===== src/cpu_pkg.sv =====
package cpu_pkg;

	localparam int data_w   = 16;
	localparam int reg_aw   = 3;
	localparam int num_regs = 8;

	// Major opcodes, bits 15:11
	localparam logic [4:0] op_li    = 5'b01101;
	localparam logic [4:0] op_addiu = 5'b01001;
	localparam logic [4:0] op_sll   = 5'b00110;
	localparam logic [4:0] op_addu  = 5'b11100;
	localparam logic [4:0] op_move  = 5'b01111;
	localparam logic [4:0] op_lw    = 5'b10011;
	localparam logic [4:0] op_sw    = 5'b11011;
	localparam logic [4:0] op_nop   = 5'b00001;

	// Function field for the rrr forms
	localparam logic [1:0] fn_sll  = 2'b00;
	localparam logic [1:0] fn_addu = 2'b01;

	// Bubble that fills empty stages
	localparam logic [15:0] nop_word = {op_nop, 11'b10000000000};

	typedef struct packed {
		logic [4:0] op;
		logic [2:0] rx;
		logic [2:0] ry;
		logic [2:0] rz;     // Also the SLL shift amount
		logic [1:0] funct;
	} rrr_word_t;

	typedef struct packed {
		logic [4:0] op;
		logic [2:0] rx;
		logic [7:0] imm8;   // LW and SW use the low five bits
	} ri_word_t;

	// Same 16 bits, two field layouts
	typedef union packed {
		rrr_word_t rrr;
		ri_word_t  ri;
	} instr_word_t;

endpackage

===== src/cpu_core.sv =====
`timescale 1ns/1ps

module cpu_core #(
	parameter int mem_aw = 5
) (
	input  logic                        clk,
	input  logic                        pclk,
	input  logic                        in_req,
	input  cpu_pkg::instr_word_t        in_instr,
	output logic                        in_ack,
	output logic                        write_reg_ctrl,
	output logic [cpu_pkg::reg_aw-1:0]  write_reg_addr,
	output logic [cpu_pkg::data_w-1:0]  write_reg_data
);
	import cpu_pkg::*;

	// Decode and register file
	logic [reg_aw-1:0] rd_addr_a;
	logic [reg_aw-1:0] rd_addr_b;
	logic [data_w-1:0] rd_data_a;
	logic [data_w-1:0] rd_data_b;
	logic              unlock_reg;
	logic [reg_aw-1:0] unlock_reg_addr;
	instr_word_t       dec_instr;
	logic [data_w-1:0] dec_a;
	logic [data_w-1:0] dec_b;

	// Execute to memory and writeback
	logic [mem_aw-1:0] mem_addr;
	logic [data_w-1:0] mem_wdata;
	logic              mem_we;
	logic [data_w-1:0] mem_read_value;
	logic [data_w-1:0] alu_res;
	logic [reg_aw-1:0] reg_addr;
	instr_word_t       opn;

	instr_decode instr_decode_inst (
		.clk, .pclk, .in_req, .in_instr, .in_ack,
		.rd_addr_a, .rd_addr_b, .rd_data_a, .rd_data_b,
		.unlock_reg, .unlock_reg_addr,
		.dec_instr, .dec_a, .dec_b
	);

	alu #(.mem_aw(mem_aw)) alu_inst (
		.clk, .pclk, .dec_instr, .dec_a, .dec_b,
		.mem_addr, .mem_wdata, .mem_we,
		.alu_res, .reg_addr, .opn
	);

	data_mem #(.mem_aw(mem_aw)) data_mem_inst (
		.clk, .mem_addr, .mem_wdata, .mem_we, .mem_read_value
	);

	exe_wb exe_wb_inst (
		.clk, .pclk, .alu_res, .reg_addr, .opn, .mem_read_value,
		.write_reg_ctrl, .write_reg_addr, .write_reg_data,
		.unlock_reg, .unlock_reg_addr
	);

	reg_file reg_file_inst (
		.clk, .pclk, .rd_addr_a, .rd_addr_b, .rd_data_a, .rd_data_b,
		.write_reg_ctrl, .write_reg_addr, .write_reg_data
	);

endmodule


===== src/exe_wb.sv =====
`timescale 1ns/1ps

module exe_wb (
	input  logic                        clk,
	input  logic                        pclk,
	input  logic [cpu_pkg::data_w-1:0]  alu_res,
	input  logic [cpu_pkg::reg_aw-1:0]  reg_addr,
	input  cpu_pkg::instr_word_t        opn,
	input  logic [cpu_pkg::data_w-1:0]  mem_read_value,
	output logic                        write_reg_ctrl,
	output logic [cpu_pkg::reg_aw-1:0]  write_reg_addr,
	output logic [cpu_pkg::data_w-1:0]  write_reg_data,
	output logic                        unlock_reg,
	output logic [cpu_pkg::reg_aw-1:0]  unlock_reg_addr
);
	import cpu_pkg::*;

	logic              wr_en;
	logic [data_w-1:0] wr_data;

	always_comb begin
		wr_en   = 1'b0;
		wr_data = alu_res;
		case (opn.ri.op)
			op_li:    wr_en = 1'b1;
			op_addiu: wr_en = 1'b1;
			op_sll:   wr_en = (opn.rrr.funct == fn_sll);
			op_addu:  wr_en = (opn.rrr.funct == fn_addu);
			op_move:  wr_en = (opn.ri.imm8[4:0] == 5'b00000);
			op_lw: begin
				wr_en   = 1'b1;
				wr_data = mem_read_value;
			end
			op_sw, op_nop: wr_en = 1'b0; // Retire with no register write
			default: wr_en = 1'b0;
		endcase
	end

	// Write strobe and unlock pulse together
	always_ff @(posedge clk or posedge pclk) begin
		if (pclk) begin
			write_reg_ctrl <= 1'b0;
			unlock_reg     <= 1'b0;
		end else begin
			write_reg_ctrl <= wr_en;
			unlock_reg     <= wr_en;
		end
	end

	always_ff @(posedge clk) begin
		write_reg_addr  <= reg_addr;
		write_reg_data  <= wr_data;
		unlock_reg_addr <= reg_addr;
	end

endmodule


===== src/data_mem.sv =====
`timescale 1ns/1ps

module data_mem #(
	parameter int mem_aw = 5
) (
	input  logic                        clk,
	input  logic [mem_aw-1:0]           mem_addr,
	input  logic [cpu_pkg::data_w-1:0]  mem_wdata,
	input  logic                        mem_we,
	output logic [cpu_pkg::data_w-1:0]  mem_read_value
);

	logic [cpu_pkg::data_w-1:0] mem [2**mem_aw];

	// Power-up contents are zero
	initial begin
		for (int i = 0; i < 2**mem_aw; i++)
			mem[i] = '0;
	end

	always_ff @(posedge clk) begin
		if (mem_we)
			mem[mem_addr] <= mem_wdata;
		mem_read_value <= mem[mem_addr]; // Old data on a same-cycle write
	end

endmodule


===== src/alu.sv =====
`timescale 1ns/1ps

module alu #(
	parameter int mem_aw = 5
) (
	input  logic                        clk,
	input  logic                        pclk,
	input  cpu_pkg::instr_word_t        dec_instr,
	input  logic [cpu_pkg::data_w-1:0]  dec_a,
	input  logic [cpu_pkg::data_w-1:0]  dec_b,
	output logic [mem_aw-1:0]           mem_addr,
	output logic [cpu_pkg::data_w-1:0]  mem_wdata,
	output logic                        mem_we,
	output logic [cpu_pkg::data_w-1:0]  alu_res,
	output logic [cpu_pkg::reg_aw-1:0]  reg_addr,
	output cpu_pkg::instr_word_t        opn
);
	import cpu_pkg::*;

	logic [data_w-1:0] imm8_sx;
	logic [data_w-1:0] imm5_sx;
	logic [data_w-1:0] ea;
	logic [3:0]        shamt;
	logic [data_w-1:0] res;
	logic [reg_aw-1:0] dst;

	assign imm8_sx = {{(data_w-8){dec_instr.ri.imm8[7]}}, dec_instr.ri.imm8};
	assign imm5_sx = {{(data_w-5){dec_instr.ri.imm8[4]}}, dec_instr.ri.imm8[4:0]};
	assign ea      = dec_a + imm5_sx;
	assign shamt   = (dec_instr.rrr.rz == 3'd0) ? 4'd8 : {1'b0, dec_instr.rrr.rz};

	// Memory side, straight from the decode register
	assign mem_addr  = ea[mem_aw-1:0];
	assign mem_wdata = dec_b;
	assign mem_we    = (dec_instr.ri.op == op_sw);

	always_comb begin
		res = ea;
		dst = dec_instr.rrr.rx;
		case (dec_instr.ri.op)
			op_li:    res = {{(data_w-8){1'b0}}, dec_instr.ri.imm8};
			op_addiu: res = dec_a + imm8_sx;
			op_sll:   res = dec_b << shamt;
			op_addu: begin
				res = dec_a + dec_b;
				dst = dec_instr.rrr.rz;
			end
			op_move:  res = dec_b;
			op_lw:    dst = dec_instr.rrr.ry; // Data comes from memory
			default:  ;
		endcase
	end

	always_ff @(posedge clk or posedge pclk) begin
		if (pclk)
			opn <= nop_word;
		else
			opn <= dec_instr;
	end

	always_ff @(posedge clk) begin
		alu_res  <= res;
		reg_addr <= dst;
	end

endmodule


===== src/instr_decode.sv =====
`timescale 1ns/1ps

module instr_decode (
	input  logic                        clk,
	input  logic                        pclk,
	input  logic                        in_req,
	input  cpu_pkg::instr_word_t        in_instr,
	output logic                        in_ack,
	output logic [cpu_pkg::reg_aw-1:0]  rd_addr_a,
	output logic [cpu_pkg::reg_aw-1:0]  rd_addr_b,
	input  logic [cpu_pkg::data_w-1:0]  rd_data_a,
	input  logic [cpu_pkg::data_w-1:0]  rd_data_b,
	input  logic                        unlock_reg,
	input  logic [cpu_pkg::reg_aw-1:0]  unlock_reg_addr,
	output cpu_pkg::instr_word_t        dec_instr,
	output logic [cpu_pkg::data_w-1:0]  dec_a,
	output logic [cpu_pkg::data_w-1:0]  dec_b
);
	import cpu_pkg::*;

	logic [num_regs-1:0] lock;
	logic [num_regs-1:0] set_mask;
	logic [num_regs-1:0] clr_mask;
	logic                use_a;
	logic                use_b;
	logic                wr_en;
	logic [reg_aw-1:0]   dest;
	logic                hazard;
	logic                accept;

	// Operands always come from rx and ry
	assign rd_addr_a = in_instr.rrr.rx;
	assign rd_addr_b = in_instr.rrr.ry;

	// Which registers the waiting instruction touches
	always_comb begin
		use_a = 1'b0;
		use_b = 1'b0;
		wr_en = 1'b0;
		dest  = in_instr.rrr.rx;
		case (in_instr.ri.op)
			op_li: wr_en = 1'b1;
			op_addiu: begin
				use_a = 1'b1;
				wr_en = 1'b1;
			end
			op_sll: begin
				use_b = (in_instr.rrr.funct == fn_sll);
				wr_en = (in_instr.rrr.funct == fn_sll);
			end
			op_addu: begin
				use_a = (in_instr.rrr.funct == fn_addu);
				use_b = (in_instr.rrr.funct == fn_addu);
				wr_en = (in_instr.rrr.funct == fn_addu);
				dest  = in_instr.rrr.rz;
			end
			op_move: begin
				use_b = (in_instr.ri.imm8[4:0] == 5'b00000);
				wr_en = (in_instr.ri.imm8[4:0] == 5'b00000);
			end
			op_lw: begin
				use_a = 1'b1;
				wr_en = 1'b1;
				dest  = in_instr.rrr.ry;
			end
			op_sw: begin
				use_a = 1'b1;
				use_b = 1'b1;
			end
			default: ; // NOP and unknown touch nothing
		endcase
	end

	assign hazard = (use_a && lock[in_instr.rrr.rx]) ||
	                (use_b && lock[in_instr.rrr.ry]) ||
	                (wr_en && lock[dest]);
	assign accept = in_req && !in_ack && !hazard;

	always_comb begin
		set_mask = '0;
		clr_mask = '0;
		if (accept && wr_en)
			set_mask[dest] = 1'b1;
		if (unlock_reg)
			clr_mask[unlock_reg_addr] = 1'b1;
	end

	always_ff @(posedge clk or posedge pclk) begin
		if (pclk) begin
			in_ack    <= 1'b0;
			lock      <= '0;
			dec_instr <= nop_word;
		end else begin
			if (accept)
				in_ack <= 1'b1;
			else if (!in_req)
				in_ack <= 1'b0; // Phase four
			lock      <= (lock & ~clr_mask) | set_mask; // Set beats clear
			dec_instr <= accept ? in_instr : instr_word_t'(nop_word);
		end
	end

	// Operand values ride along with the instruction
	always_ff @(posedge clk) begin
		dec_a <= rd_data_a;
		dec_b <= rd_data_b;
	end

endmodule


===== src/reg_file.sv =====
`timescale 1ns/1ps

module reg_file (
	input  logic                        clk,
	input  logic                        pclk,
	input  logic [cpu_pkg::reg_aw-1:0]  rd_addr_a,
	input  logic [cpu_pkg::reg_aw-1:0]  rd_addr_b,
	output logic [cpu_pkg::data_w-1:0]  rd_data_a,
	output logic [cpu_pkg::data_w-1:0]  rd_data_b,
	input  logic                        write_reg_ctrl,
	input  logic [cpu_pkg::reg_aw-1:0]  write_reg_addr,
	input  logic [cpu_pkg::data_w-1:0]  write_reg_data
);
	import cpu_pkg::*;

	logic [data_w-1:0] regs [num_regs];

	// Reads see the value before this edge's write
	assign rd_data_a = regs[rd_addr_a];
	assign rd_data_b = regs[rd_addr_b];

	always_ff @(posedge clk or posedge pclk) begin
		if (pclk) begin
			for (int i = 0; i < num_regs; i++)
				regs[i] <= '0;
		end else if (write_reg_ctrl) begin
			regs[write_reg_addr] <= write_reg_data;
		end
	end

endmodule


===== config.mk =====
export PLATFORM = sky130hd
export DESIGN_NAME = cpu_core
export DESIGN_NICKNAME = d
export VERILOG_FILES = /design/src/cpu_pkg.sv /design/src/cpu_core.sv /design/src/exe_wb.sv /design/src/data_mem.sv /design/src/alu.sv /design/src/instr_decode.sv /design/src/reg_file.sv
export SDC_FILE = /design/constraint.sdc
export NUM_CORES = 1
export LEC_CHECK = 0
export ABC_CLOCK_PERIOD_IN_PS = 7400
export BUFFER_PORTS_ARGS = -buffer_cell sky130_fd_sc_hd__buf_4
export CAP_MARGIN = 20
export CORE_MARGIN = 2
export CORE_UTILIZATION = 68
export DETAILED_ROUTE_END_ITERATION = 12
export PLACE_DENSITY_LB_ADDON = 0.1
export SLEW_MARGIN = 20
export SYNTH_ARGS = -nofsm -noshare
export SYNTH_HDL_FRONTEND = slang
export SYNTH_HIERARCHICAL = 1
export SYNTH_SLANG_ARGS = --single-unit

===== constraint.sdc =====
create_clock -name clk -period 7.4 [get_ports clk]
set_input_delay 1.11 -clock clk [delete_from_list [all_inputs] [get_ports clk]]
set_output_delay 1.11 -clock clk [all_outputs]
set_load 0.005 [all_outputs]

==> results.py <==
metrics = {
    "outcome": {
        "status": "finished clean",
    },
    "power": {
        "p_leak_nw": 13.70,
        "p_per_area_mw_per_mm2": 325.7,
        "peakVddDrop_mv": 0.3048,
    },
    "final_layout": {
        "layout_common_cells": "512 x edfxtp_1, 277 x mux2i_1, 188 x mux2_2",
        "top_register": "data_mem_inst/mem",
        "post-route-util_pct": 75.18,
        "fill_cells": 2914,
        "area_growth_pct": 9.611,
        "reg.largest.list": "data_mem_inst/mem (512), reg_file_inst/regs (128)",
        "layout.cells.non_filler": 2846,
        "largest_register_ffs": 512,
        "drive_above_1_share_pct": 21.88,
        "finalNetCount": 2215,
        "final_common_cell": "edfxtp_1",
    },
    "worst_setup_path": {
        "critPathKind": "flop to flop",
        "path_delay_family": "buffers and inverters",
        "worstPathCellList": "ha_1, inv_1, fa_1, inv_8, buf_12, mux2i_1, o22ai_1, nor4_1, nand2_1",
        "r2r-start": "instr_decode_inst/dec_instr[0]",
        "required_ps": 7870,
        "critPathCaptureType": "flop",
        "arrival_ps": 5040,
        "path_max_fanout": 137,
        "cp_slowest_stage_delay_ps": 1010,
        "slowest_stage": "nor4_1",
        "critPathBufInv": 3,
        "cp-startpoint": "instr_decode_inst/dec_instr[0]",
        "worstSetupStartpointType": "flop",
    },
    "place": {
        "dp_cells": 2703,
        "hpwl_um": 47950,
        "routabilityCongestion": 0.8826,
        "io_buffers": 39,
        "pre_cts_ws_ps": 3034,
    },
    "synthesis": {
        "netlist_instances": 2130,
        "synth_area_mm2": 0.03336,
        "syn_nets": 2184,
        "ys_warn_count": 6,
        "syn_area_per_cell_um2": 15.66,
    },
    "timing": {
        "slew_viol_final": 0,
        "timing.final.crit_share_pct": 61.87,
        "worst_slew_pin_slew_ps": 1172,
        "max_freq_mhz": 218.4,
        "skew_ps": 18.61,
        "fin_ws_ps": 2821,
        "tns_ps": 0,
        "setup_viol": 0,
        "min_period_ps": 4579,
        "relSlewSlack_pct": 21.17,
        "rsz0062_at_grt": "false",
        "hold_violations": 0,
    },
    "clocking": {
        "cts_hold_buf": 0,
        "cts_made_buffers": 76,
        "post_cts_buffers": 0,
        "clockBufferDepth": 3,
        "cts_tree": "done",
        "cts.clk_slew.worst_paths_ps": 60,
        "cts_resized": 0,
        "root_buffer": "clkbuf_16",
        "h-tree-depth": 3,
        "cts_sinks": 762,
        "clk_latency_ps": 620,
    },
    "routing": {
        "wire_per_inst_um": 27.77,
        "drc": 0,
        "ant_nets": 0,
        "totalWireLength_um": 79030,
        "viasPerCell": 6.882,
        "drt_iter0_markers": 2169,
        "vias": 19590,
        "drtPass1Iterations": 7,
    },
    "global_routing": {
        "antenna_found_initial": 4,
        "grt_overflow": 0,
        "grt_max_degree": 138,
        "grt_first_pass_wirelength_um": 119300,
        "grt_usage_pct": 31.81,
        "grt_pass1_vias": 19240,
    },
    "worst_hold_path": {
        "min_from": "alu_inst/reg_addr[1]",
        "hold_class": "flop to flop",
    },
    "floorplan": {
        "start_util_pct": 68.59,
        "num_rows": 81,
        "dieWidth_um": 225.5,
        "die_area_mm2": 0.05085,
        "io_pins": 40,
        "coreArea_mm2": 0.04865,
        "die-height_um": 225.5,
    },
    "job": {
        "cap_viol_max_count": 0,
    },
}
stage by stage:
stage	hold slack (ps)	power [W]	instance area (um^2)
after floorplan	309.6	0.007255	33360
after global placement	312.6	0.008051	34050
after detailed placement	317.4	0.008126	34050
after CTS	331.6	0.01189	36520
after global routing	346.4	0.01231	36560
final	330.7	0.01191	36570
cell type report:
type / instances / area (um^2) / area share (%)
Antenna cell: 3 / 7.507 / 0.02053
Clock buffer: 100 / 2085 / 5.700
Clock inverter: 38 / 380.4 / 1.040
Inverter: 15 / 66.31 / 0.1813
Multi-Input combinational cell: 1199 / 11210 / 30.66
Sequential cell: 762 / 21200 / 57.98
Tap cell: 622 / 778.2 / 2.128
Timing Repair Buffer: 107 / 835.8 / 2.285
worst paths after layout:
| path | cells after the start | end | slack [ps] |
|---|---|---|---|
| hold reg to reg | 0 | exe_wb_inst/unlock_reg_addr[1] | 330 |
| setup / recovery | 9 | data_mem_inst/mem_read_value[4] | 2820 |
| max in group asynchronous | 4 | reg_file_inst/regs[100] | 5210 |
| min in group asynchronous | 2 | exe_wb_inst/unlock_reg | 380 |
| hold / removal | 0 | exe_wb_inst/unlock_reg_addr[1] | 330 |
| setup reg to reg | 9 | data_mem_inst/mem_read_value[4] | 2820 |
layer usage:
| layer | track usage, % | up-vias | wire (um) |
|---|---|---|---|
| met1 | 45.68 | 10070 | 33470 |
| met3 | 5.372 | 148 | 5499 |
| li1 | - | 8503 | - |
| met4 | 10.70 | 0 | 2488 |
| met2 | 50.17 | 867 | 37570 |
| met5 | 0 | - | 0 |
power by group:
| part | leakage [nW] | switching, W | internal, W |
|---|---|---|---|
| clock | 1.21 | 0.00158 | 0.00220 |
| combinational | 4.88 | 0.00154 | 0.00110 |
| sequential | 7.61 | 0.000380 | 0.00510 |
| total | 13.7 | 0.00350 | 0.00841 |
No activity file was read; power rests on OpenSTA's default activity.
